File: src/design/lsu_consts.svh
`ifndef LSU_CONSTS_SVH
`define LSU_CONSTS_SVH

// Data SRAM geometry and response latencies.
`define DSRAM_AW     8         // 256 words, 1 KiB.
`define RC_LAT       3
`define WC_LAT       2

// Major opcodes of the two instruction classes.
`define OPC_LOAD     7'b0000011
`define OPC_STORE    7'b0100011

`define F3_LB        3'b000
`define F3_LH        3'b001
`define F3_LW        3'b010
`define F3_LBU       3'b100
`define F3_LHU       3'b101
`define F3_SB        3'b000
`define F3_SH        3'b001
`define F3_SW        3'b010

`define RESP_OKAY    2'b00
`define RESP_SLVERR  2'b10

`endif

File: src/design/lsu_pkg.sv
`default_nettype none

package lsu_pkg;

  typedef logic [31:0] xlen_t;  // Register and data word.
  typedef logic [31:0] addr_t;  // Byte address.
  typedef logic [3:0]  strb_t;
  typedef logic [31:0] inst_t;
  typedef logic [1:0]  resp_t;

  // Encoded to match funct3[1:0] of the access.
  typedef enum logic [1:0] {
    SZ_BYTE = 2'd0,
    SZ_HALF = 2'd1,
    SZ_WORD = 2'd2
  } mem_size_e;

  typedef enum logic [2:0] {
    E_IDLE,
    E_RADDR,
    E_RDATA,
    E_WRITE,   // AW and W in flight together.
    E_WRESP,
    E_FINISH
  } exec_state_e;

  typedef enum logic [2:0] {
    IDLE        = 3'b000,
    READ        = 3'b001,
    WAIT_RREADY = 3'b010,
    WAIT_WVALID = 3'b011,
    WRITE       = 3'b100,
    WAIT_BREADY = 3'b101
  } dsram_state_e;

  typedef enum logic [1:0] {D_IDLE, D_BUSY, D_ACK} dec_state_e;

endpackage

`default_nettype wire

File: src/design/lsu_ifs.sv
`default_nettype none

// One decoded memory operation, decode to execute.
interface lsu_op_if;
  logic               valid;
  logic               is_store;
  lsu_pkg::addr_t     addr;
  lsu_pkg::xlen_t     wdata;
  lsu_pkg::strb_t     wstrb;
  lsu_pkg::mem_size_e size;
  logic               uns;
  logic               err;

  modport producer (output valid, is_store, addr, wdata, wstrb, size, uns, err);
  modport consumer (input  valid, is_store, addr, wdata, wstrb, size, uns, err);
endinterface


`default_nettype wire

File: src/design/lsu_decode.sv
`include "lsu_consts.svh"
`default_nettype none

module lsu_decode (
  input  logic           clk,
  input  logic           rst,
  input  logic           cmd_req_i,
  output logic           cmd_ack_o,
  input  lsu_pkg::inst_t inst_i,
  input  lsu_pkg::xlen_t rs1_i,
  input  lsu_pkg::xlen_t rs2_i,
  input  logic           done_i,
  lsu_op_if.producer     op
);

  lsu_pkg::dec_state_e state;
  logic [6:0]          opcode;
  logic [2:0]          funct3;
  logic                is_load, is_store;
  logic                legal, misaligned;
  lsu_pkg::xlen_t      imm;
  lsu_pkg::addr_t      addr;
  lsu_pkg::mem_size_e  size;
  lsu_pkg::xlen_t      wdata;
  lsu_pkg::strb_t      wstrb;

  assign opcode   = inst_i[6:0];
  assign funct3   = inst_i[14:12];
  assign is_load  = (opcode == `OPC_LOAD);
  assign is_store = (opcode == `OPC_STORE);

  // S-type splits the immediate around the rd field.
  assign imm  = is_store ? {{20{inst_i[31]}}, inst_i[31:25], inst_i[11:7]}
                         : {{20{inst_i[31]}}, inst_i[31:20]};
  assign addr = rs1_i + imm;

  always_comb begin
    legal = 1'b1;
    size  = lsu_pkg::SZ_WORD;
    if (is_load) begin
      case (funct3)
        `F3_LB, `F3_LBU: size = lsu_pkg::SZ_BYTE;
        `F3_LH, `F3_LHU: size = lsu_pkg::SZ_HALF;
        `F3_LW:          size = lsu_pkg::SZ_WORD;
        default:         legal = 1'b0;
      endcase
    end else if (is_store) begin
      case (funct3)
        `F3_SB:  size = lsu_pkg::SZ_BYTE;
        `F3_SH:  size = lsu_pkg::SZ_HALF;
        `F3_SW:  size = lsu_pkg::SZ_WORD;
        default: legal = 1'b0;
      endcase
    end else begin
      legal = 1'b0;  // Not a memory opcode.
    end
  end

  assign misaligned = ((size == lsu_pkg::SZ_HALF) && addr[0]) ||
                      ((size == lsu_pkg::SZ_WORD) && (addr[1:0] != 2'b00));

  // Replicate store data so every lane carries it; the strobe picks one.
  always_comb begin
    case (size)
      lsu_pkg::SZ_BYTE: begin
        wdata = {4{rs2_i[7:0]}};
        wstrb = 4'b0001 << addr[1:0];
      end
      lsu_pkg::SZ_HALF: begin
        wdata = {2{rs2_i[15:0]}};
        wstrb = 4'b0011 << {addr[1], 1'b0};
      end
      default: begin
        wdata = rs2_i;
        wstrb = 4'hf;
      end
    endcase
  end

  always_ff @(posedge clk or negedge rst) begin
    if (!rst) begin
      state     <= lsu_pkg::D_IDLE;
      cmd_ack_o <= 1'b0;
      op.valid  <= 1'b0;
    end else begin
      op.valid <= 1'b0;
      case (state)
        lsu_pkg::D_IDLE: if (cmd_req_i) begin
          state    <= lsu_pkg::D_BUSY;
          op.valid <= 1'b1;
        end
        lsu_pkg::D_BUSY: if (done_i) begin
          state     <= lsu_pkg::D_ACK;
          cmd_ack_o <= 1'b1;
        end
        lsu_pkg::D_ACK: if (!cmd_req_i) begin  // Requester released.
          state     <= lsu_pkg::D_IDLE;
          cmd_ack_o <= 1'b0;
        end
        default: state <= lsu_pkg::D_IDLE;
      endcase
    end
  end

  always_ff @(posedge clk) begin
    if (state == lsu_pkg::D_IDLE && cmd_req_i) begin
      op.is_store <= is_store;
      op.addr     <= addr;
      op.wdata    <= wdata;
      op.wstrb    <= is_store ? wstrb : 4'h0;
      op.size     <= size;
      op.uns      <= funct3[2];
      op.err      <= !legal || misaligned;
    end
  end

  a_no_ack_busy: assert property (@(posedge clk) disable iff (!rst)
    state == lsu_pkg::D_BUSY |-> !cmd_ack_o)
    else $error("cmd_ack_o high while an operation is in flight");

endmodule

`default_nettype wire

File: src/flat_wrapper.sv
// flat-port wrapper written by rule: the top's interface ports become plain ports
module lsu_decode_flat 
  (clk, rst, cmd_req_i, cmd_ack_o, inst_i, rs1_i, rs2_i, done_i, op_valid, op_is_store, op_addr, op_wdata, op_wstrb, op_size, op_uns, op_err);
  lsu_op_if op_i ();
  input  logic clk;
  input  logic rst;
  input  logic cmd_req_i;
  output logic cmd_ack_o;
  input  lsu_pkg::inst_t inst_i;
  input  lsu_pkg::xlen_t rs1_i;
  input  lsu_pkg::xlen_t rs2_i;
  input  logic done_i;
  output wire logic [$bits(op_i.valid)-1:0] op_valid;
  output wire logic [$bits(op_i.is_store)-1:0] op_is_store;
  output wire logic [$bits(op_i.addr)-1:0] op_addr;
  output wire logic [$bits(op_i.wdata)-1:0] op_wdata;
  output wire logic [$bits(op_i.wstrb)-1:0] op_wstrb;
  output wire logic [$bits(op_i.size)-1:0] op_size;
  output wire logic [$bits(op_i.uns)-1:0] op_uns;
  output wire logic [$bits(op_i.err)-1:0] op_err;
  assign op_valid = op_i.valid;
  assign op_is_store = op_i.is_store;
  assign op_addr = op_i.addr;
  assign op_wdata = op_i.wdata;
  assign op_wstrb = op_i.wstrb;
  assign op_size = op_i.size;
  assign op_uns = op_i.uns;
  assign op_err = op_i.err;
  lsu_decode u_core (.clk(clk), .rst(rst), .cmd_req_i(cmd_req_i), .cmd_ack_o(cmd_ack_o), .inst_i(inst_i), .rs1_i(rs1_i), .rs2_i(rs2_i), .done_i(done_i), .op(op_i));
endmodule
File: config.mk
export PLATFORM = sky130hd
export DESIGN_NAME = lsu_decode_flat
export DESIGN_NICKNAME = d
export VERILOG_FILES = /design/src/design/lsu_pkg.sv /design/src/design/lsu_ifs.sv /design/src/design/lsu_decode.sv /design/src/flat_wrapper.sv
export VERILOG_INCLUDE_DIRS = /design/src /design/src/design
export SDC_FILE = /design/constraint.sdc
export NUM_CORES = 1
export LEC_CHECK = 0
export BUFFER_PORTS_ARGS = -buffer_cell sky130_fd_sc_hd__buf_2
export CORE_ASPECT_RATIO = 0.7
export CORE_MARGIN = 1.5
export CORE_UTILIZATION = 49
export DETAILED_ROUTE_END_ITERATION = 16
export PLACE_DENSITY = 0.8
export REMOVE_ABC_BUFFERS = 1
export SKIP_CTS_REPAIR_TIMING = 1
export SLEW_MARGIN = 40
export SYNTH_ARGS = -nofsm -noshare
export SYNTH_HDL_FRONTEND = slang
export SYNTH_SLANG_ARGS = --single-unit
File: constraint.sdc
create_clock -name clk -period 12.9 [get_ports clk]
set_input_delay 1.935 -clock clk [delete_from_list [all_inputs] [get_ports clk]]
set_output_delay 1.935 -clock clk [all_outputs]
set_load 0.005 [all_outputs]
==> out/metrics.cfg <==
[die]
chipHeight_um=83.41
rows=29
die_area_sq_um=9831
die_x_um=117.9
io-pin-count=175
core_area_sq_um=8999
initial_core_util_pct=50.29

[sta]
finalSetupViolations=0
tightest_slew_ns=0.6356
report.final.hold_viol_count=0
slew_viol_final=0
rsz0062_at_grt=no
fin_crit_ns=5.425
fmax_mhz=184.3
clock-skew-final_ns=0.01120
setup-tns-final_ns=0
fin_crit_sh_pct=42.05
maxSlewHeadroom_pct=57.63
holdWs_ns=0.5284

[cts]
clock_sinks=77
cts_made_buffers=9
clkTransAtPathRegs_ns=0.06
htreeDepth=3
cts_tree=done
clock_latency_ns=0.33
root_buffer=clkbuf_16
ctsLongestPathBuffers=2

[layout]
drive_gt1_share_pct=37.44
fill_cells=733
antennaDiodeCount=0
nets=704
area_growth_pct=28.26

[yosys]
seq_area_frac_synth_pct=50.65
synth.distinct_cells=46
synth_warnings=0
synthCells=401
yosys.area.top_type=edfxtp_1
synthArstFlopShare_pct=5.195
synth.area.top_cells=edfxtp_1 (48%), ha_1 (8.6%), mux2_2 (5.2%), a21oi_1 (4.2%), o21ai_0 (3.9%)
netlist_area_sq_um=4526
yosysMostFrequentCell=edfxtp_1
ys_seq_elements=77
synth_edf_count=73
avgSynthCellArea_sq_um=11.29
synth_top_area_share_pct=48.44
ys_dominant_reg_cell=edfxtp_1
ys_top_cells_by_count=edfxtp_1 (73), a21oi_1 (38), nand2_1 (37)

[status]
status=complete, no violations

[global_route]
grt_max_degree=75
grt_remaining_overflow=0
grt_pass1_wl_um=16610
grt_use_total_pct=21.02
antenna_found_initial=0
grt_pass1_vias=3530

[power]
cellPowerDensity_nw_per_um2=134.4
leakage_uw=0.002534
irDropWorstVdd_mv=0.06626

[critical_path]
crit_type=input pin to flop
crit_path_max_fanout=10
cp-end-kind=flop
required_ns=12.97
arrival_ns=5.49
worst_setup_path_start_kind=input pin
critPathLaunch=inst_i[3]
rr_startpoint=u_core.state[0]

[route]
antenna_left=0
vias=3740
firstDrtPassIters=4
drt_wl_total_um=10420
drt_iter0_markers=251
avgViaCountPerCell=5.335
wl_per_cell_um=14.87
drc=0

[hold_path]
hold_start=u_core.cmd_ack_o
hold_class=flop to flop

[place]
port_buffers=169
place.gp.congestion=0.8590
hpwl_um=8068

[flow_run]
max_cap_violations=0

==> final timing paths <==
check                      slack [ns]  depth (start not counted)                 end
min in group asynchronous        1.39                          1     u_core.state[1]
setup / recovery                 7.48                         16  u_core.op.addr[28]
hold / removal                   0.53                          2    u_core.cmd_ack_o
max in group asynchronous       11.39                          1     u_core.state[0]
hold reg to reg                  0.53                          2    u_core.cmd_ack_o
setup reg to reg                11.31                          2   u_core.op.addr[5]
==> cell usage in the layout, fill, tap and decap left out, drive strengths merged, types with 2 or more instances in the layout <==
master,netlist,layout
nand2,37,37
inv,16,17
mux2,21,21
clkbuf,5,9
xor2,9,9
nor2b,6,6
ha,31,31
o31a,2,2
bufinv,0,2
edfxtp,73,73
nand2b,2,2
a21o,11,11
dfrtp,4,4
o21ai,36,36
xnor2,19,19
o21a,7,7
a211oi,4,4
nor2,20,20
a31oi,2,2
a21oi,38,38
clkinv,0,3
nor4,2,2
nand4,4,4
nand3,11,11
nor3,8,8
mux2i,9,9
o21bai,3,3
buf,5,170
o211ai,3,3
==> critical path, stage by stage <==
cell and delay [ns]:
buf_2 0.10, nor4_1 0.24, and3_1 0.31, nand2_1 0.27
mux2_2 0.31, ha_1 0.16, inv_1 0.06, fa_1 0.40
nor2b_1 0.18, o2111ai_1 0.17, a21oi_1 0.23, o21a_1 0.21
o21ai_0 0.19, o21ai_0 0.40, a21oi_1 0.15, xnor2_1 0.16
==> routing by layer <==
layer	up-vias	GRT usage, %	wire length, um
met4	0	7.539	159
met1	1738	27.37	4645
met5	-	0	0
li1	1844	-	-
met2	144	35.35	4978
met3	14	3.915	637
==> cells by family (layout without fill, tap and decap cells) <==
| logic type | Yosys count | after routing | share of synthesized area [%] |
|---|---|---|---|
| AO/OA/AOI/OAI | 113 | 113 | 15.34 |
| AND/OR/NAND/NOR | 95 | 95 | 9.622 |
| flip-flops | 77 | 77 | 50.65 |
| adder cells (fa/ha/maj) | 32 | 32 | 9.013 |
| multiplexers | 30 | 30 | 7.216 |
| XOR/XNOR | 28 | 28 | 5.419 |
| buffers and inverters | 26 | 202 | 2.737 |
==> area by class of cell <==
class | count | area (sq um) | area share, %
Timing Repair Buffer | 170 | 857.1 | 14.77
Clock buffer | 9 | 225.2 | 3.880
Multi-Input combinational cell | 298 | 2117 | 36.47
Clock inverter | 7 | 97.59 | 1.681
Sequential cell | 77 | 2292 | 39.49
Inverter | 16 | 60.06 | 1.035
Tap cell | 124 | 155.1 | 2.673
==> power by group <==
group,internal (uW),switching (uW)
logic,76.3,101
clock network,170,96.7
registers,326,10.8
==> metrics by stage <==
stage,worst slack (ns),std cells,util [%],instance area [sq um],total power [uW]
CTS,7.487,701,64.50,5804,786.0
global route,7.166,701,64.50,5804,816.0
global placement,7.318,685,60.85,5475,511.9
detailed placement,7.170,685,60.91,5482,518.9
finish,7.475,701,64.50,5804,780.1
floorplan,4.984,391,-,4462,448.1
==> flip-flops by register name (all words and copies together), names as in the netlist <==
register            count
u_core.op.addr         32
u_core.op.size          2
u_core.op.wdata        32
u_core.op.is_store      1
u_core.state            2
u_core.op.valid         1
u_core.cmd_ack_o        1
u_core.op.err           1
u_core.op.uns           1
u_core.op.wstrb         4
Power figures use the tool's default switching activity.
