<file path="config.mk">
export PLATFORM = sky130hd
export DESIGN_NAME = lsu_result_flat
export DESIGN_NICKNAME = d
export VERILOG_FILES = /design/src/design/lsu_consts.svh /design/src/design/lsu_pkg.sv /design/src/design/lsu_ifs.sv /design/src/design/lsu_result.sv /design/src/flat_wrapper.sv
export SDC_FILE = /design/constraint.sdc
export NUM_CORES = 1
export LEC_CHECK = 0
export BUFFER_PORTS_ARGS = -buffer_cell sky130_fd_sc_hd__buf_2
export CELL_PAD_IN_SITES_DETAIL_PLACEMENT = 0
export CELL_PAD_IN_SITES_GLOBAL_PLACEMENT = 1
export CORE_AREA = 8 8 78 80
export DETAILED_ROUTE_END_ITERATION = 16
export DIE_AREA = 0 0 86 88
export MAX_ROUTING_LAYER = met4
export PLACE_DENSITY = 0.91
export SETUP_SLACK_MARGIN = 0.02
export SYNTH_ARGS = -nofsm -noshare
export SYNTH_HDL_FRONTEND = slang
export SYNTH_SLANG_ARGS = --single-unit
</file>
<file path="constraint.sdc">
create_clock -name clk -period 1.5 [get_ports clk]
set_clock_uncertainty 0.15 [all_clocks]
set_input_delay 0.3 -clock clk [delete_from_list [all_inputs] [get_ports clk]]
set_output_delay 0.3 -clock clk [all_outputs]
set_load 0.01 [all_outputs]
</file>
<file path="src/design/lsu_consts.svh">
`ifndef LSU_CONSTS_SVH
`define LSU_CONSTS_SVH

// Data SRAM geometry and response latencies.
`define DSRAM_AW     8         // 256 words, 1 KiB.
`define RC_LAT       3
`define WC_LAT       2

// Major opcodes of the two instruction classes.
`define OPC_LOAD     7'b0000011
`define OPC_STORE    7'b0100011

`define F3_LB        3'b000
`define F3_LH        3'b001
`define F3_LW        3'b010
`define F3_LBU       3'b100
`define F3_LHU       3'b101
`define F3_SB        3'b000
`define F3_SH        3'b001
`define F3_SW        3'b010

`define RESP_OKAY    2'b00
`define RESP_SLVERR  2'b10

`endif

</file>
<file path="src/design/lsu_pkg.sv">
`default_nettype none

package lsu_pkg;

  typedef logic [31:0] xlen_t;  // Register and data word.
  typedef logic [31:0] addr_t;  // Byte address.
  typedef logic [3:0]  strb_t;
  typedef logic [31:0] inst_t;
  typedef logic [1:0]  resp_t;

  // Encoded to match funct3[1:0] of the access.
  typedef enum logic [1:0] {
    SZ_BYTE = 2'd0,
    SZ_HALF = 2'd1,
    SZ_WORD = 2'd2
  } mem_size_e;

  typedef enum logic [2:0] {
    E_IDLE,
    E_RADDR,
    E_RDATA,
    E_WRITE,   // AW and W in flight together.
    E_WRESP,
    E_FINISH
  } exec_state_e;

  typedef enum logic [2:0] {
    IDLE        = 3'b000,
    READ        = 3'b001,
    WAIT_RREADY = 3'b010,
    WAIT_WVALID = 3'b011,
    WRITE       = 3'b100,
    WAIT_BREADY = 3'b101
  } dsram_state_e;

  typedef enum logic [1:0] {D_IDLE, D_BUSY, D_ACK} dec_state_e;

endpackage

`default_nettype wire

</file>
<file path="src/design/lsu_ifs.sv">
`default_nettype none


// A finished access, execute to result.
interface lsu_res_if;
  logic               valid;
  lsu_pkg::xlen_t     rword;
  logic [1:0]         addr_lo;  // Byte offset inside the word.
  lsu_pkg::mem_size_e size;
  logic               uns;
  logic               err;

  modport producer (output valid, rword, addr_lo, size, uns, err);
  modport consumer (input  valid, rword, addr_lo, size, uns, err);
endinterface


`default_nettype wire

</file>
<file path="src/design/lsu_result.sv">
`default_nettype none

module lsu_result (
  input  logic           clk,
  input  logic           rst,
  lsu_res_if.consumer    res,
  output lsu_pkg::xlen_t rdata_o,
  output logic           err_o,
  output logic           done_o
);

  lsu_pkg::xlen_t shifted;
  lsu_pkg::xlen_t ext;

  // Bring the addressed lane down to bit 0.
  assign shifted = res.rword >> {res.addr_lo, 3'b000};

  always_comb begin
    case (res.size)
      lsu_pkg::SZ_BYTE:
        ext = res.uns ? {24'h0, shifted[7:0]} : {{24{shifted[7]}}, shifted[7:0]};
      lsu_pkg::SZ_HALF:
        ext = res.uns ? {16'h0, shifted[15:0]} : {{16{shifted[15]}}, shifted[15:0]};
      default:
        ext = shifted;  // Word, offset is zero.
    endcase
  end

  always_ff @(posedge clk or negedge rst) begin
    if (!rst) begin
      rdata_o <= '0;
      err_o   <= 1'b0;
      done_o  <= 1'b0;
    end else begin
      done_o <= res.valid;
      if (res.valid) begin
        err_o   <= res.err;
        rdata_o <= res.err ? '0 : ext;  // An error never leaks data.
      end
    end
  end

endmodule

`default_nettype wire

</file>
<file path="src/flat_wrapper.sv">
// flat-port wrapper written by rule: the top's interface ports become plain ports
module lsu_result_flat 
  (clk, rst, rdata_o, err_o, done_o, res_valid, res_rword, res_addr_lo, res_size, res_uns, res_err);
  lsu_res_if res_i ();
  input  logic clk;
  input  logic rst;
  output lsu_pkg::xlen_t rdata_o;
  output logic err_o;
  output logic done_o;
  input wire logic [$bits(res_i.valid)-1:0] res_valid;
  input wire logic [$bits(res_i.rword)-1:0] res_rword;
  input wire logic [$bits(res_i.addr_lo)-1:0] res_addr_lo;
  input wire logic [$bits(res_i.size)-1:0] res_size;
  input wire logic [$bits(res_i.uns)-1:0] res_uns;
  input wire logic [$bits(res_i.err)-1:0] res_err;
  assign res_i.valid = res_valid;
  assign res_i.rword = res_rword;
  assign res_i.addr_lo = res_addr_lo;
  assign res_i.size = res_size;
  assign res_i.uns = res_uns;
  assign res_i.err = res_err;
  lsu_result u_core (.clk(clk), .rst(rst), .res(res_i), .rdata_o(rdata_o), .err_o(err_o), .done_o(done_o));
endmodule
</file>
==> run_results.csv, run 1 <==
group,metric,value,unit
finish,stdcell_area,0.00255,mm2
detailed_routing,drt_wl_total,5500,um
detailed_routing,initialDrtViolationCount,85,
global_route,antenna_found_initial,0,
finish,finalNonFillerCells,320,
floorplanning,ios,75,
place,dp_hpwl,4330,um
floorplanning,start_util,37.3,%
synth,synth_seq_cells,34,
place,dpl.cell_count,311,
detailed_routing,drc,0,
detailed_routing,num_vias,1670,
critical_path,cpPeakStageDelay,0.49,ns
global_route,grt-busiest-layer,"met2",
global_route,grt_pass1_vias,1698,
pwr,p_sw_share,28.5,%
clocking,clockBufferDepth,2,
floorplanning,die_w,86,um
critical_path,crit_slowest_cell,"mux4_2",
global_route,track_usage,15.4,%
finish,drive_gt1_share,48.4,%
global_route,grtUsageMet1,19.8,%
timing,setup_slack,0.0236,ns
critical_path,cp_max_fo,16,
floorplanning,core-area,0.00491,mm2
timing,hold_slack,0.122,ns
place,placed_area,0.00243,mm2
critical_path,path_class,"in -> reg",
global_route,grt_max_degree,23,
floorplanning,die_h,88,um
place,io_buffer_count,74,
clocking,root_buffer,"clkbuf_8",
floorplanning,row_count,26,
pwr,leakagePower,1.32,nW
detailed_routing,via_per_inst,5.22,
clocking,htree_num_levels,2,
critical_path,worstPathRequired,1.57,ns
pwr,pwr-share-clk,31.5,%
finish,fin_util,52.0,%
critical_path,end_kind,"flop",
pwr,ir_worst_vdd,0.000455,V
synth,netlist_area,0.00183,mm2
finish,final_cell_mix,"buf_2 (73), dfrtp_1 (34), mux2i_1 (17)",
finish,syn_to_final_growth,39.6,%
timing,rsz0062_at_grt,"yes",
synth,synth_nets,203,
timing,fmax,0.677,GHz
synth,postSynthCellCount,162,
synth,avgSynthCellArea,11.3,um2
global_route,grt_overflow,0,
critical_path,cp.arrival,1.54,ns
timing,drv_slew,0,
global_route,grt_use_met3,4.60,%
detailed_routing,dr.pass1.iters,4,
flow_run,max_cap_viol_count,0,
floorplanning,die_area,0.00757,mm2
timing,setup_viol,0,
finish,final_common_cell,"buf_2",
critical_path,cp_cell_sequence,"buf_6 > mux2i_2 > mux4_2 > nor4_4 > buf_12 > a221o_1",
synth,ys.warnings.count,0,
pwr,internal_power,1.62,mW
timing,hold_viol,0,
hold_path,hp-class,"in -> reg",
critical_path,start_kind,"primary input",
timing,period_share,98.4,%
global_route,grt_pass1_wl,8760,um
pwr,p_total,2.26,mW
synth,ys_types,24,
finish,antenna_cells,0,
clocking,postCtsSetupRepairBufs,0,
pwr,p_comb_share,23.1,%
finish,fillers,455,
synth,synth_seq_area_share,46.5,%
global_route,use_met2,22.9,%
clocking,cts_made_buffers,5,
status,status,"complete, no violations",
place,pre_cts_ws,-0.305,ns
clocking,clk_latency,0.28,ns
detailed_routing,route.antenna.remaining_nets,0,
critical_path,ff2ff_path_depth,1,
detailed_routing,wl_per_cell,17.2,um
timing,fin_setup_tns,0,ns
hold_path,hold_depth,2,
timing,worstMarginPinSlew,0.427,ns
timing,min_period,1.48,ns
clocking,cts_sinks,34,
timing,slew_headroom,71.5,%
finish,final_nets,290,
pwr,seqPwrFrac,45.3,%
clocking,cts_tree,"yes",
pwr,power.switching,0.645,mW
clocking,clk_pin_slew_worst_paths,0.08,ns
pwr,power_density,885,mW/mm2
place,gp_congestion,0.802,
==> critical path: cells and delay by family <==
family	cells	cell delay (ns)
and+or+nand+nor	1	0.20
AOI/OAI and AO/OA	1	0.11
buffers and inverters	2	0.29
muxes	2	0.64
==> worst paths after layout <==
kind | startpoint | endpoint | slack, ns
setup / recovery | res_addr_lo[0] | u_core.rdata_o[27]$_DFFE_PN0P_ | 0.02
hold / removal | res_valid | u_core.done_o$_DFF_PN0_ | 0.12
setup reg to reg | u_core.rdata_o[30]$_DFFE_PN0P_ | u_core.rdata_o[30]$_DFFE_PN0P_ | 0.49
hold reg to reg | u_core.rdata_o[9]$_DFFE_PN0P_ | u_core.rdata_o[9]$_DFFE_PN0P_ | 0.34
max in group asynchronous | rst | u_core.rdata_o[25]$_DFFE_PN0P_ | 0.41
min in group asynchronous | rst | u_core.done_o$_DFF_PN0_ | 0.33
==> synthesized netlist by cell type (all sizes together) <==
| cell | instances | share of area, % |
|---|---|---|
| buf | 8 | 2.8 |
| mux4 | 2 | 2.5 |
| clkbuf | 7 | 1.4 |
| nand3b | 8 | 3.3 |
| a211oi | 7 | 2.9 |
| inv | 1 | 0.20 |
| a221o | 8 | 4.5 |
| dfrtp | 34 | 46 |
| nor3b | 1 | 0.68 |
| nor4 | 1 | 1.2 |
| a22o | 8 | 3.8 |
| o2bb2ai | 8 | 3.8 |
| nor2 | 9 | 1.8 |
| o21ai | 7 | 1.9 |
| a211o | 8 | 4.4 |
| mux2 | 1 | 0.62 |
| or2 | 1 | 0.34 |
| a21oi | 15 | 4.1 |
| mux2i | 18 | 9.8 |
| nand2b | 2 | 0.68 |
| nor2b | 8 | 2.7 |
==> power groups by stage <==
stage | clock [mW] | sequential (mW) | combinational, mW
finish | 0.713 | 1.03 | 0.522
global route | 0.760 | 1.03 | 0.573
CTS | 0.729 | 1.03 | 0.526
detailed placement | 0 | 1.04 | 0.520
global placement | 0 | 1.04 | 0.511
floorplan | 0 | 1.07 | 0.225
==> state kept, by name, summed over array words and instances (netlist names) <==
register        flops
u_core.err_o        1
u_core.done_o       1
u_core.rdata_o     32
==> logic make-up after synthesis <==
family	share of synthesized area, %
buf+inv	4.44
simple gates	10.7
mux	12.9
compound gates	25.4
flops	46.5
==> repair_timing <==
action / in CTS / in global routing
hold buffers: 1 / 0
endpoints found under the setup margin: 12 / 21
resized for setup: 2 / 3
hold endpoints to repair: 15 / 0
==> per-layer routing <==
layer  wire length, um  up-vias
li1                  -      800
met1              2470      802
met2              2520       61
met3               441        7
met4                63        0
met5                 0        -
==> layout make-up <==
type	instances	area (um2)	area share (%)
Clock inverter	2	12.5	0.490
Sequential cell	34	851	33.3
Tap cell	70	87.6	3.43
Timing Repair Buffer	95	599	23.5
Multi-Input combinational cell	112	918	35.9
Inverter	1	3.75	0.147
Clock buffer	6	82.6	3.23
Note: power is estimated with default switching activity, not from simulation.
==> run 2, diff against run 1 <==
==> constraint.sdc (replaced) <==
create_clock -name clk -period 1.7 [get_ports clk]
set_clock_uncertainty 0.15 [all_clocks]
set_input_delay 0.34 -clock clk [delete_from_list [all_inputs] [get_ports clk]]
set_output_delay 0.34 -clock clk [all_outputs]
set_load 0.01 [all_outputs]
==> run_results.csv, run 2 (synthesized netlist as in run 1, its figures left out) <==
group,metric,value,unit
critical_path,rrSetupSlack,0.69,ns
pwr,seqPwrFrac,43.6,%
timing,rsz0062_at_grt,"no",
clocking,postCtsSetupRepairBufs,0,
clocking,ctsResizeCount,0,
clocking,clk_latency,0.28,ns
clocking,cts_made_buffers,5,
global_route,grt_max_degree,33,
timing,setup_slack,0.153,ns
floorplanning,core-area,0.00491,mm2
pwr,power.switching,0.559,mW
detailed_routing,initialDrtViolationCount,59,
place,dpl.cell_count,304,
finish,regMostFlops,"u_core.rdata_o",
floorplanning,ios,75,
global_route,antenna_found_initial,0,
timing,hold_viol,0,
pwr,p_total,2.07,mW
clocking,clk_pin_slew_worst_paths,0.07,ns
critical_path,cp-endpoint,"u_core.rdata_o[28]$_DFFE_PN0P_",
floorplanning,die_w,86,um
finish,antenna_cells,0,
finish,final_cell_mix,"buf_2 (74), dfrtp_1 (34), mux2i_1 (18)",
clocking,htree_num_levels,2,
critical_path,crit_start,"res_addr_lo[0]",
detailed_routing,via_per_inst,5.14,
timing,fin_setup_tns,0,ns
critical_path,cp.arrival,1.62,ns
detailed_routing,dr.pass1.iters,4,
critical_path,path_class,"in -> reg",
place,gp_congestion,0.861,
clocking,cts_hold_buf,1,
timing,period_share,91.0,%
place,placed_area,0.00237,mm2
critical_path,end_kind,"flop",
clocking,clockBufferDepth,2,
floorplanning,die_area,0.00757,mm2
floorplanning,die_h,88,um
pwr,internal_power,1.51,mW
detailed_routing,drt_wl_total,5450,um
timing,fmax,0.646,GHz
finish,syn_to_final_growth,35.7,%
clocking,cts_sinks,34,
hold_path,hp-class,"in -> reg",
finish,final_nets,283,
detailed_routing,num_vias,1609,
flow_run,max_cap_viol_count,0,
timing,min_period,1.55,ns
timing,setup_viol,0,
detailed_routing,wl_per_cell,17.4,um
pwr,power_density,834,mW/mm2
detailed_routing,route.antenna.remaining_nets,0,
critical_path,r2r_end,"u_core.rdata_o[31]$_DFFE_PN0P_",
timing,hold_slack,0.0844,ns
global_route,grt_pass1_wl,8710,um
critical_path,cp_max_fo,16,
finish,finalNonFillerCells,313,
timing,worstMarginPinSlew,0.489,ns
critical_path,start_kind,"primary input",
global_route,grt_pass1_vias,1705,
global_route,track_usage,15.2,%
critical_path,worstPathRequired,1.77,ns
place,dp_hpwl,4200,um
floorplanning,start_util,37.3,%
pwr,ir_worst_vdd,0.000552,V
clocking,root_buffer,"clkbuf_8",
pwr,p_sw_share,27.0,%
pwr,leakagePower,1.29,nW
finish,stdcell_area,0.00248,mm2
floorplanning,row_count,26,
place,pre_cts_ws,-0.134,ns
timing,slew_headroom,67.2,%
finish,largest_register_ffs,32,
pwr,p_comb_share,21.1,%
place,io_buffer_count,74,
finish,drive_gt1_share,46.1,%
critical_path,rr_startpoint,"u_core.rdata_o[31]$_DFFE_PN0P_",
finish,fin_util,50.6,%
pwr,pwr-share-clk,35.3,%
clocking,cts_tree,"yes",
detailed_routing,drc,0,
global_route,grt_overflow,0,
critical_path,ff2ff_path_depth,1,
status,status,"complete, no violations",
finish,final_common_cell,"buf_2",
finish,largest_registers,"u_core.rdata_o (32), u_core.done_o (1), u_core.err_o (1)",
timing,drv_slew,0,
-- run 2: final cells by class --
class	count	area [um2]
Clock buffer	5	68.8
Clock inverter	3	40.0
Fill cell	457	2430
Inverter	1	3.75
Multi-Input combinational cell	112	906
Sequential cell	34	851
Tap cell	70	87.6
Timing Repair Buffer	88	528
-- run 2: metal layers --
layer / global-route usage (%) / up-vias / part of all wire, %
met3: 3.75 / 10 / 7.2
met2: 23.4 / 63 / 46
met1: 19.0 / 756 / 46
met5: - / - / 0
met4: 5.10 / 0 / 1.6
li1: - / 780 / -
-- run 2: worst max-delay path, stage by stage --
cell,delay (ns)
buf_2,0.15
mux2i_1,0.14
mux4_2,0.49
nor4_4,0.20
buf_12,0.18
a221o_1,0.11
-- run 2: worst min-delay path by stage --
| stage | from | endpoint | cells past startpoint |
|---|---|---|---|
| after floorplan | rst | u_core.done_o$_DFF_PN0_ | 0 |
| after global placement | rst | u_core.rdata_o[23]$_DFFE_PN0P_ | 1 |
| after detailed placement | rst | u_core.rdata_o[23]$_DFFE_PN0P_ | 1 |
| after CTS | res_valid | u_core.done_o$_DFF_PN0_ | 1 |
| after global routing | res_valid | u_core.done_o$_DFF_PN0_ | 1 |
| final | res_valid | u_core.done_o$_DFF_PN0_ | 1 |
-- run 2: power groups by stage --
stage	clock (mW)	combinational, mW	sequential, mW
after floorplan	0	0.197	0.948
after global placement	0	0.432	0.919
after detailed placement	0	0.442	0.919
after CTS	0.752	0.445	0.905
after global routing	0.778	0.479	0.913
final	0.731	0.437	0.905
