$ cat src/design/lsu_consts.svh
`ifndef LSU_CONSTS_SVH
`define LSU_CONSTS_SVH

// Data SRAM geometry and response latencies.
`define DSRAM_AW     8         // 256 words, 1 KiB.
`define RC_LAT       3
`define WC_LAT       2

// Major opcodes of the two instruction classes.
`define OPC_LOAD     7'b0000011
`define OPC_STORE    7'b0100011

`define F3_LB        3'b000
`define F3_LH        3'b001
`define F3_LW        3'b010
`define F3_LBU       3'b100
`define F3_LHU       3'b101
`define F3_SB        3'b000
`define F3_SH        3'b001
`define F3_SW        3'b010

`define RESP_OKAY    2'b00
`define RESP_SLVERR  2'b10

`endif

$ cat src/design/lsu_pkg.sv
`default_nettype none

package lsu_pkg;

  typedef logic [31:0] xlen_t;  // Register and data word.
  typedef logic [31:0] addr_t;  // Byte address.
  typedef logic [3:0]  strb_t;
  typedef logic [31:0] inst_t;
  typedef logic [1:0]  resp_t;

  // Encoded to match funct3[1:0] of the access.
  typedef enum logic [1:0] {
    SZ_BYTE = 2'd0,
    SZ_HALF = 2'd1,
    SZ_WORD = 2'd2
  } mem_size_e;

  typedef enum logic [2:0] {
    E_IDLE,
    E_RADDR,
    E_RDATA,
    E_WRITE,   // AW and W in flight together.
    E_WRESP,
    E_FINISH
  } exec_state_e;

  typedef enum logic [2:0] {
    IDLE        = 3'b000,
    READ        = 3'b001,
    WAIT_RREADY = 3'b010,
    WAIT_WVALID = 3'b011,
    WRITE       = 3'b100,
    WAIT_BREADY = 3'b101
  } dsram_state_e;

  typedef enum logic [1:0] {D_IDLE, D_BUSY, D_ACK} dec_state_e;

endpackage

`default_nettype wire

$ cat src/design/lsu_ifs.sv
`default_nettype none

// One decoded memory operation, decode to execute.
interface lsu_op_if;
  logic               valid;
  logic               is_store;
  lsu_pkg::addr_t     addr;
  lsu_pkg::xlen_t     wdata;
  lsu_pkg::strb_t     wstrb;
  lsu_pkg::mem_size_e size;
  logic               uns;
  logic               err;

  modport producer (output valid, is_store, addr, wdata, wstrb, size, uns, err);
  modport consumer (input  valid, is_store, addr, wdata, wstrb, size, uns, err);
endinterface

// A finished access, execute to result.
interface lsu_res_if;
  logic               valid;
  lsu_pkg::xlen_t     rword;
  logic [1:0]         addr_lo;  // Byte offset inside the word.
  lsu_pkg::mem_size_e size;
  logic               uns;
  logic               err;

  modport producer (output valid, rword, addr_lo, size, uns, err);
  modport consumer (input  valid, rword, addr_lo, size, uns, err);
endinterface

// AXI-lite with the five usual channels.
interface mem_bus_if;
  lsu_pkg::addr_t araddr;
  logic           arvalid, arready;
  lsu_pkg::xlen_t rdata;
  lsu_pkg::resp_t rresp;
  logic           rvalid, rready;
  lsu_pkg::addr_t awaddr;
  logic           awvalid, awready;
  lsu_pkg::xlen_t wdata;
  lsu_pkg::strb_t wstrb;
  logic           wvalid, wready;
  lsu_pkg::resp_t bresp;
  logic           bvalid, bready;

  modport master (output araddr, arvalid, rready, awaddr, awvalid, wdata, wstrb, wvalid,
                  bready,
                  input  arready, rdata, rresp, rvalid, awready, wready, bresp, bvalid);
  modport slave  (input  araddr, arvalid, rready, awaddr, awvalid, wdata, wstrb, wvalid,
                  bready,
                  output arready, rdata, rresp, rvalid, awready, wready, bresp, bvalid);
endinterface

`default_nettype wire

$ cat src/design/lsu_execute.sv
`default_nettype none

module lsu_execute (
  input  logic        clk,
  input  logic        rst,
  lsu_op_if.consumer  op,
  mem_bus_if.master   bus,
  lsu_res_if.producer res
);

  lsu_pkg::exec_state_e state;
  lsu_pkg::addr_t       word_addr;

  assign word_addr = {op.addr[31:2], 2'b00};

  // Always ready for the response once the request is out.
  assign bus.rready = (state == lsu_pkg::E_RDATA);
  assign bus.bready = (state == lsu_pkg::E_WRESP);
  assign res.valid  = (state == lsu_pkg::E_FINISH);

  always_ff @(posedge clk or negedge rst) begin
    if (!rst) begin
      state       <= lsu_pkg::E_IDLE;
      bus.arvalid <= 1'b0;
      bus.awvalid <= 1'b0;
      bus.wvalid  <= 1'b0;
      res.err     <= 1'b0;
    end else begin
      case (state)
        lsu_pkg::E_IDLE: begin
          if (op.valid) begin
            res.err <= op.err;
            if (op.err) begin
              state <= lsu_pkg::E_FINISH;  // No bus access at all.
            end else if (op.is_store) begin
              bus.awvalid <= 1'b1;
              bus.wvalid  <= 1'b1;
              state       <= lsu_pkg::E_WRITE;
            end else begin
              bus.arvalid <= 1'b1;
              state       <= lsu_pkg::E_RADDR;
            end
          end
        end
        lsu_pkg::E_RADDR: begin
          if (bus.arvalid && bus.arready) begin
            bus.arvalid <= 1'b0;
            state       <= lsu_pkg::E_RDATA;
          end
        end
        lsu_pkg::E_RDATA: begin
          if (bus.rvalid) begin
            res.err <= bus.rresp[1];  // SLVERR and DECERR both set bit 1.
            state   <= lsu_pkg::E_FINISH;
          end
        end
        lsu_pkg::E_WRITE: begin
          // Each valid drops on its own handshake.
          if (bus.awready) bus.awvalid <= 1'b0;
          if (bus.wready)  bus.wvalid  <= 1'b0;
          if ((!bus.awvalid || bus.awready) && (!bus.wvalid || bus.wready)) begin
            state <= lsu_pkg::E_WRESP;
          end
        end
        lsu_pkg::E_WRESP: begin
          if (bus.bvalid) begin
            res.err <= bus.bresp[1];
            state   <= lsu_pkg::E_FINISH;
          end
        end
        default: state <= lsu_pkg::E_IDLE;  // E_FINISH lasts one cycle.
      endcase
    end
  end

  always_ff @(posedge clk) begin
    if (state == lsu_pkg::E_IDLE && op.valid) begin
      bus.araddr  <= word_addr;
      bus.awaddr  <= word_addr;
      bus.wdata   <= op.wdata;
      bus.wstrb   <= op.wstrb;
      res.addr_lo <= op.addr[1:0];
      res.size    <= op.size;
      res.uns     <= op.uns;
      res.rword   <= '0;  // Stores and errors return zero.
    end else if (state == lsu_pkg::E_RDATA && bus.rvalid) begin
      res.rword <= bus.rdata;
    end
  end

  a_ar_hold: assert property (@(posedge clk) disable iff (!rst)
    bus.arvalid && !bus.arready |=> bus.arvalid && $stable(bus.araddr))
    else $error("arvalid or araddr changed before arready");

  a_one_op: assert property (@(posedge clk) disable iff (!rst)
    op.valid |-> state == lsu_pkg::E_IDLE)
    else $error("new operation while execute is busy");

endmodule

`default_nettype wire

$ cat src/flat_wrapper.sv
// flat-port wrapper written by rule: the top's interface ports become plain ports
module lsu_execute_flat 
  (clk, rst, op_valid, op_is_store, op_addr, op_wdata, op_wstrb, op_size, op_uns, op_err, bus_araddr, bus_arvalid, bus_rready, bus_awaddr, bus_awvalid, bus_wdata, bus_wstrb, bus_wvalid, bus_bready, bus_arready, bus_rdata, bus_rresp, bus_rvalid, bus_awready, bus_wready, bus_bresp, bus_bvalid, res_valid, res_rword, res_addr_lo, res_size, res_uns, res_err);
  lsu_op_if op_i ();
  mem_bus_if bus_i ();
  lsu_res_if res_i ();
  input  logic clk;
  input  logic rst;
  input wire logic [$bits(op_i.valid)-1:0] op_valid;
  input wire logic [$bits(op_i.is_store)-1:0] op_is_store;
  input wire logic [$bits(op_i.addr)-1:0] op_addr;
  input wire logic [$bits(op_i.wdata)-1:0] op_wdata;
  input wire logic [$bits(op_i.wstrb)-1:0] op_wstrb;
  input wire logic [$bits(op_i.size)-1:0] op_size;
  input wire logic [$bits(op_i.uns)-1:0] op_uns;
  input wire logic [$bits(op_i.err)-1:0] op_err;
  output wire logic [$bits(bus_i.araddr)-1:0] bus_araddr;
  output wire logic [$bits(bus_i.arvalid)-1:0] bus_arvalid;
  output wire logic [$bits(bus_i.rready)-1:0] bus_rready;
  output wire logic [$bits(bus_i.awaddr)-1:0] bus_awaddr;
  output wire logic [$bits(bus_i.awvalid)-1:0] bus_awvalid;
  output wire logic [$bits(bus_i.wdata)-1:0] bus_wdata;
  output wire logic [$bits(bus_i.wstrb)-1:0] bus_wstrb;
  output wire logic [$bits(bus_i.wvalid)-1:0] bus_wvalid;
  output wire logic [$bits(bus_i.bready)-1:0] bus_bready;
  input wire logic [$bits(bus_i.arready)-1:0] bus_arready;
  input wire logic [$bits(bus_i.rdata)-1:0] bus_rdata;
  input wire logic [$bits(bus_i.rresp)-1:0] bus_rresp;
  input wire logic [$bits(bus_i.rvalid)-1:0] bus_rvalid;
  input wire logic [$bits(bus_i.awready)-1:0] bus_awready;
  input wire logic [$bits(bus_i.wready)-1:0] bus_wready;
  input wire logic [$bits(bus_i.bresp)-1:0] bus_bresp;
  input wire logic [$bits(bus_i.bvalid)-1:0] bus_bvalid;
  output wire logic [$bits(res_i.valid)-1:0] res_valid;
  output wire logic [$bits(res_i.rword)-1:0] res_rword;
  output wire logic [$bits(res_i.addr_lo)-1:0] res_addr_lo;
  output wire logic [$bits(res_i.size)-1:0] res_size;
  output wire logic [$bits(res_i.uns)-1:0] res_uns;
  output wire logic [$bits(res_i.err)-1:0] res_err;
  assign op_i.valid = op_valid;
  assign op_i.is_store = op_is_store;
  assign op_i.addr = op_addr;
  assign op_i.wdata = op_wdata;
  assign op_i.wstrb = op_wstrb;
  assign op_i.size = op_size;
  assign op_i.uns = op_uns;
  assign op_i.err = op_err;
  assign bus_araddr = bus_i.araddr;
  assign bus_arvalid = bus_i.arvalid;
  assign bus_rready = bus_i.rready;
  assign bus_awaddr = bus_i.awaddr;
  assign bus_awvalid = bus_i.awvalid;
  assign bus_wdata = bus_i.wdata;
  assign bus_wstrb = bus_i.wstrb;
  assign bus_wvalid = bus_i.wvalid;
  assign bus_bready = bus_i.bready;
  assign bus_i.arready = bus_arready;
  assign bus_i.rdata = bus_rdata;
  assign bus_i.rresp = bus_rresp;
  assign bus_i.rvalid = bus_rvalid;
  assign bus_i.awready = bus_awready;
  assign bus_i.wready = bus_wready;
  assign bus_i.bresp = bus_bresp;
  assign bus_i.bvalid = bus_bvalid;
  assign res_valid = res_i.valid;
  assign res_rword = res_i.rword;
  assign res_addr_lo = res_i.addr_lo;
  assign res_size = res_i.size;
  assign res_uns = res_i.uns;
  assign res_err = res_i.err;
  lsu_execute u_core (.clk(clk), .rst(rst), .op(op_i), .bus(bus_i), .res(res_i));
endmodule
$ cat config.mk
export PLATFORM = sky130hd
export DESIGN_NAME = lsu_execute_flat
export DESIGN_NICKNAME = d
export VERILOG_FILES = /design/src/design/lsu_consts.svh /design/src/design/lsu_pkg.sv /design/src/design/lsu_ifs.sv /design/src/design/lsu_execute.sv /design/src/flat_wrapper.sv
export SDC_FILE = /design/constraint.sdc
export NUM_CORES = 1
export LEC_CHECK = 0
export ABC_AREA = 1
export BUFFER_PORTS_ARGS = -buffer_cell sky130_fd_sc_hd__buf_2
export CAP_MARGIN = 30
export CORE_AREA = 2 2 87 151
export DETAILED_ROUTE_END_ITERATION = 10
export DIE_AREA = 0 0 89 153
export MAX_ROUTING_LAYER = met4
export PLACE_DENSITY = 0.72
export SYNTH_ARGS = -nofsm -noshare
export SYNTH_HDL_FRONTEND = slang
export SYNTH_SLANG_ARGS = --single-unit
$ cat constraint.sdc
create_clock -name clk -period 4.3 [get_ports clk]
set_input_delay 0.645 -clock clk [delete_from_list [all_inputs] [get_ports clk]]
set_output_delay 0.645 -clock clk [all_outputs]
set_load 0.05 [all_outputs]
==> results.cfg <==
[status]
result_of_the_run = finished clean

[final_layout]
postLayoutCellArea_um2 = 5665
fin_nets = 669
final_common_cell = sky130_fd_sc_hd__buf_2
area_growth_syn_to_layout_pct = 33.41
layout-drive-gt1-share = 0.5530
mostFrequentLayoutCells = sky130_fd_sc_hd__buf_2 (254), sky130_fd_sc_hd__edfxtp_1 (71), sky130_fd_sc_hd__nand2_1 (60)

[global_routing]
groute.usage.overall = 0.1547
antenna_violations_before_repair = 2
global_route_wire_length_before_repair_mm = 15.70
grt_pass1_vias = 3209
overflow = 0
grt_max_degree = 69

[cts]
cts.clk_slew.worst_paths_ns = 0.08
cts.sink_count = 110
clockBufferDepth = 2
cts_made_buffers = 9
cts_hold_buffers = 0
cts_resized = 0
clk-insertion-delay-late_ns = 0.34
cts-htree-levels = 3
postCtsSetupBuffers = 0
cts_root_buf = sky130_fd_sc_hd__clkbuf_16
cts_tree = yes

[drt]
drt-initial-drc-count = 105
wl_per_cell_um = 14.70
postRouteWirelength_mm = 10.69
detail_route.first_pass.iterations = 4
antenna_violating_nets_post_route = 0
drt-vias-per-instance = 4.475
route.detailed.drc = 0
dr_total_vias = 3253

[sta]
max_freq_mhz = 426.0
grt_setup_unrepaired = no
slew_headroom = 0.4313
hold_violations = 0
drv_slew = 0
setup-violations-final = 0
fin_crit_ns = 2.347
finalCritPeriodShare = 0.5459
worst-slew-pin-transition_ns = 0.8530
final.setup.tns_ns = 0
timing.clock.skew_ns = 0.01066

[yosys]
seq_area_frac_synth = 0.6942
yosys.cell_types.count = 26
postSynth.asyncResetShare = 0.06364
number_of_enable_type_register_cells_in_the_synthesized_netlist = 71
avgSynthCellArea_um2 = 12.87
post_synth_inst_count = 330
synth-seq-cells = 110
ys_warn_count = 0
most_used_flip_flop_cell_after_synthesis = sky130_fd_sc_hd__edfxtp_1
synth.cell_area_um2 = 4247

[flow_run]
drv.max_cap_violation_count = 0

[setup_path]
worst-path-max-fanout = 35
worstPathRequired_ns = 3.65
end_kind = output port
critical_path.max_stage_delay_ns = 0.55
launching_element_type_of_the_critical_path = register
worstRegToRegCells = 4
path_class = register to output port
critPathSlowestCell = sky130_fd_sc_hd__dfrtp_1
timing.critical_path.cells = nor2_4 > nand2_4 > inv_8 > buf_2
critical_path_arrival_ns = 1.70

[power_and_ir_drop]
power-per-cell-area_nw_per_um2 = 815.3
static-leakage-power_nw = 2.563
finalPower_w = 0.004619
max-vdd-ir-drop_mv = 0.4078

[placed_design]
place_congestion = 0.7650
post_dp_cell_area_um2 = 5371
hpwl_mm = 8.334
portBuffers = 254

[die]
chipWidth_um = 89
floorplan.core_area_um2 = 12430
ioPinCount = 261
floorplan.initialDensity = 0.3416
die_h_um = 153
dieArea_um2 = 13620
std_cell_rows = 54

[hold_path]
worstHoldPathType = input pin to async pin
==> report_power, final <==
group / leakage (nW) / total, W / internal [W] / switching (W)
combinational: 1.42 / 0.00219 / 0.000455 / 0.00173
clock: 0.141 / 0.000795 / 0.000408 / 0.000387
sequential: 0.999 / 0.00164 / 0.00148 / 0.000162
==> area by class of cell <==
class | count | area (µm²)
diodes | 2 | 5.005
clock buffers | 10 | 229.0
clock inverters | 6 | 60.06
fillers | 1221 | 6766
inverters | 19 | 78.83
multi-input cells | 156 | 848.3
flip-flops and latches | 110 | 2948
well taps | 168 | 210.2
repair buffers | 256 | 1286
==> per-stage QoR <==
stage	std cells	util	hold WS, ns	worst slack, ns
floorplan	333	-	0.3494	2.408
global placement	709	0.4321	0.4485	2.201
detailed placement	709	0.4321	0.4591	2.169
CTS	725	0.4553	0.1125	1.924
global route	727	0.4557	0.1161	1.865
finish	727	0.4557	0.1266	1.953
==> metal layers <==
metal / share of wire / GRT usage / routed length, µm
met4: 0.021 / 0.06397 / 220
met1: 0.34 / 0.1405 / 3644
met5: 0 / - / 0
met3: 0.11 / 0.06210 / 1170
met2: 0.53 / 0.2754 / 5649
==> worst max-delay path, delay by kind of cell, from the launching register on <==
kind                   cells  cell delay [ns]
flip-flops                 1             0.55
buffers and inverters      2             0.51
AND/OR/NAND/NOR            2             0.31
==> cells by family (layout without fill, tap and decap cells) <==
logic type,count (synthesis),in the layout,synth area share
compound gates,37,37,0.06983
buf+inv,67,291,0.1087
flops,110,110,0.6942
other cells,1,6,0.0008831
simple gates,115,115,0.1264
==> sequential cells by signal (all words and copies together) (netlist names) <==
register / flops
u_core.bus.wdata: 32
u_core.res.rword: 32
u_core.bus.awaddr: 30
u_core.bus.wstrb: 4
u_core.state: 3
u_core.res.addr_lo: 2
u_core.res.size: 2
u_core.bus.arvalid: 1
u_core.bus.awvalid: 1
u_core.bus.wvalid: 1
u_core.res.err: 1
u_core.res.uns: 1
==> cells in the mapped netlist, types with 2 or more instances <==
master / instances / area, µm²
sky130_fd_sc_hd__buf_6: 9 / 101.4
sky130_fd_sc_hd__nor2_2: 2 / 12.51
sky130_fd_sc_hd__inv_1: 16 / 60.06
sky130_fd_sc_hd__buf_2: 3 / 15.01
sky130_fd_sc_hd__nand2_1: 60 / 225.2
sky130_fd_sc_hd__nand3_1: 40 / 200.2
sky130_fd_sc_hd__edfxtp_1: 71 / 2132
sky130_fd_sc_hd__a21oi_2: 29 / 254.0
sky130_fd_sc_hd__a21oi_1: 5 / 25.02
sky130_fd_sc_hd__nor2_1: 7 / 26.28
sky130_fd_sc_hd__o21ai_0: 2 / 10.01
sky130_fd_sc_hd__buf_4: 35 / 262.8
sky130_fd_sc_hd__dfrtp_1: 7 / 175.2
sky130_fd_sc_hd__dfxtp_1: 32 / 640.6
==> path summary, 6_finish.rpt <==
check / startpoint / to / slack, ns
worst min register to register: u_core.res.rword[13] / u_core.res.rword[13] / 0.47
worst max-delay path: u_core.state[2] / bus_rready / 1.95
worst min-delay path: rst / u_core.state[1] / 0.13
min in group clk: u_core.res.rword[13] / u_core.res.rword[13] / 0.47
worst max register to register: u_core.state[1] / u_core.bus.awaddr[28] / 2.36
max in group asynchronous: rst / u_core.bus.arvalid / 4.01
Power figures use the tool's default switching activity.
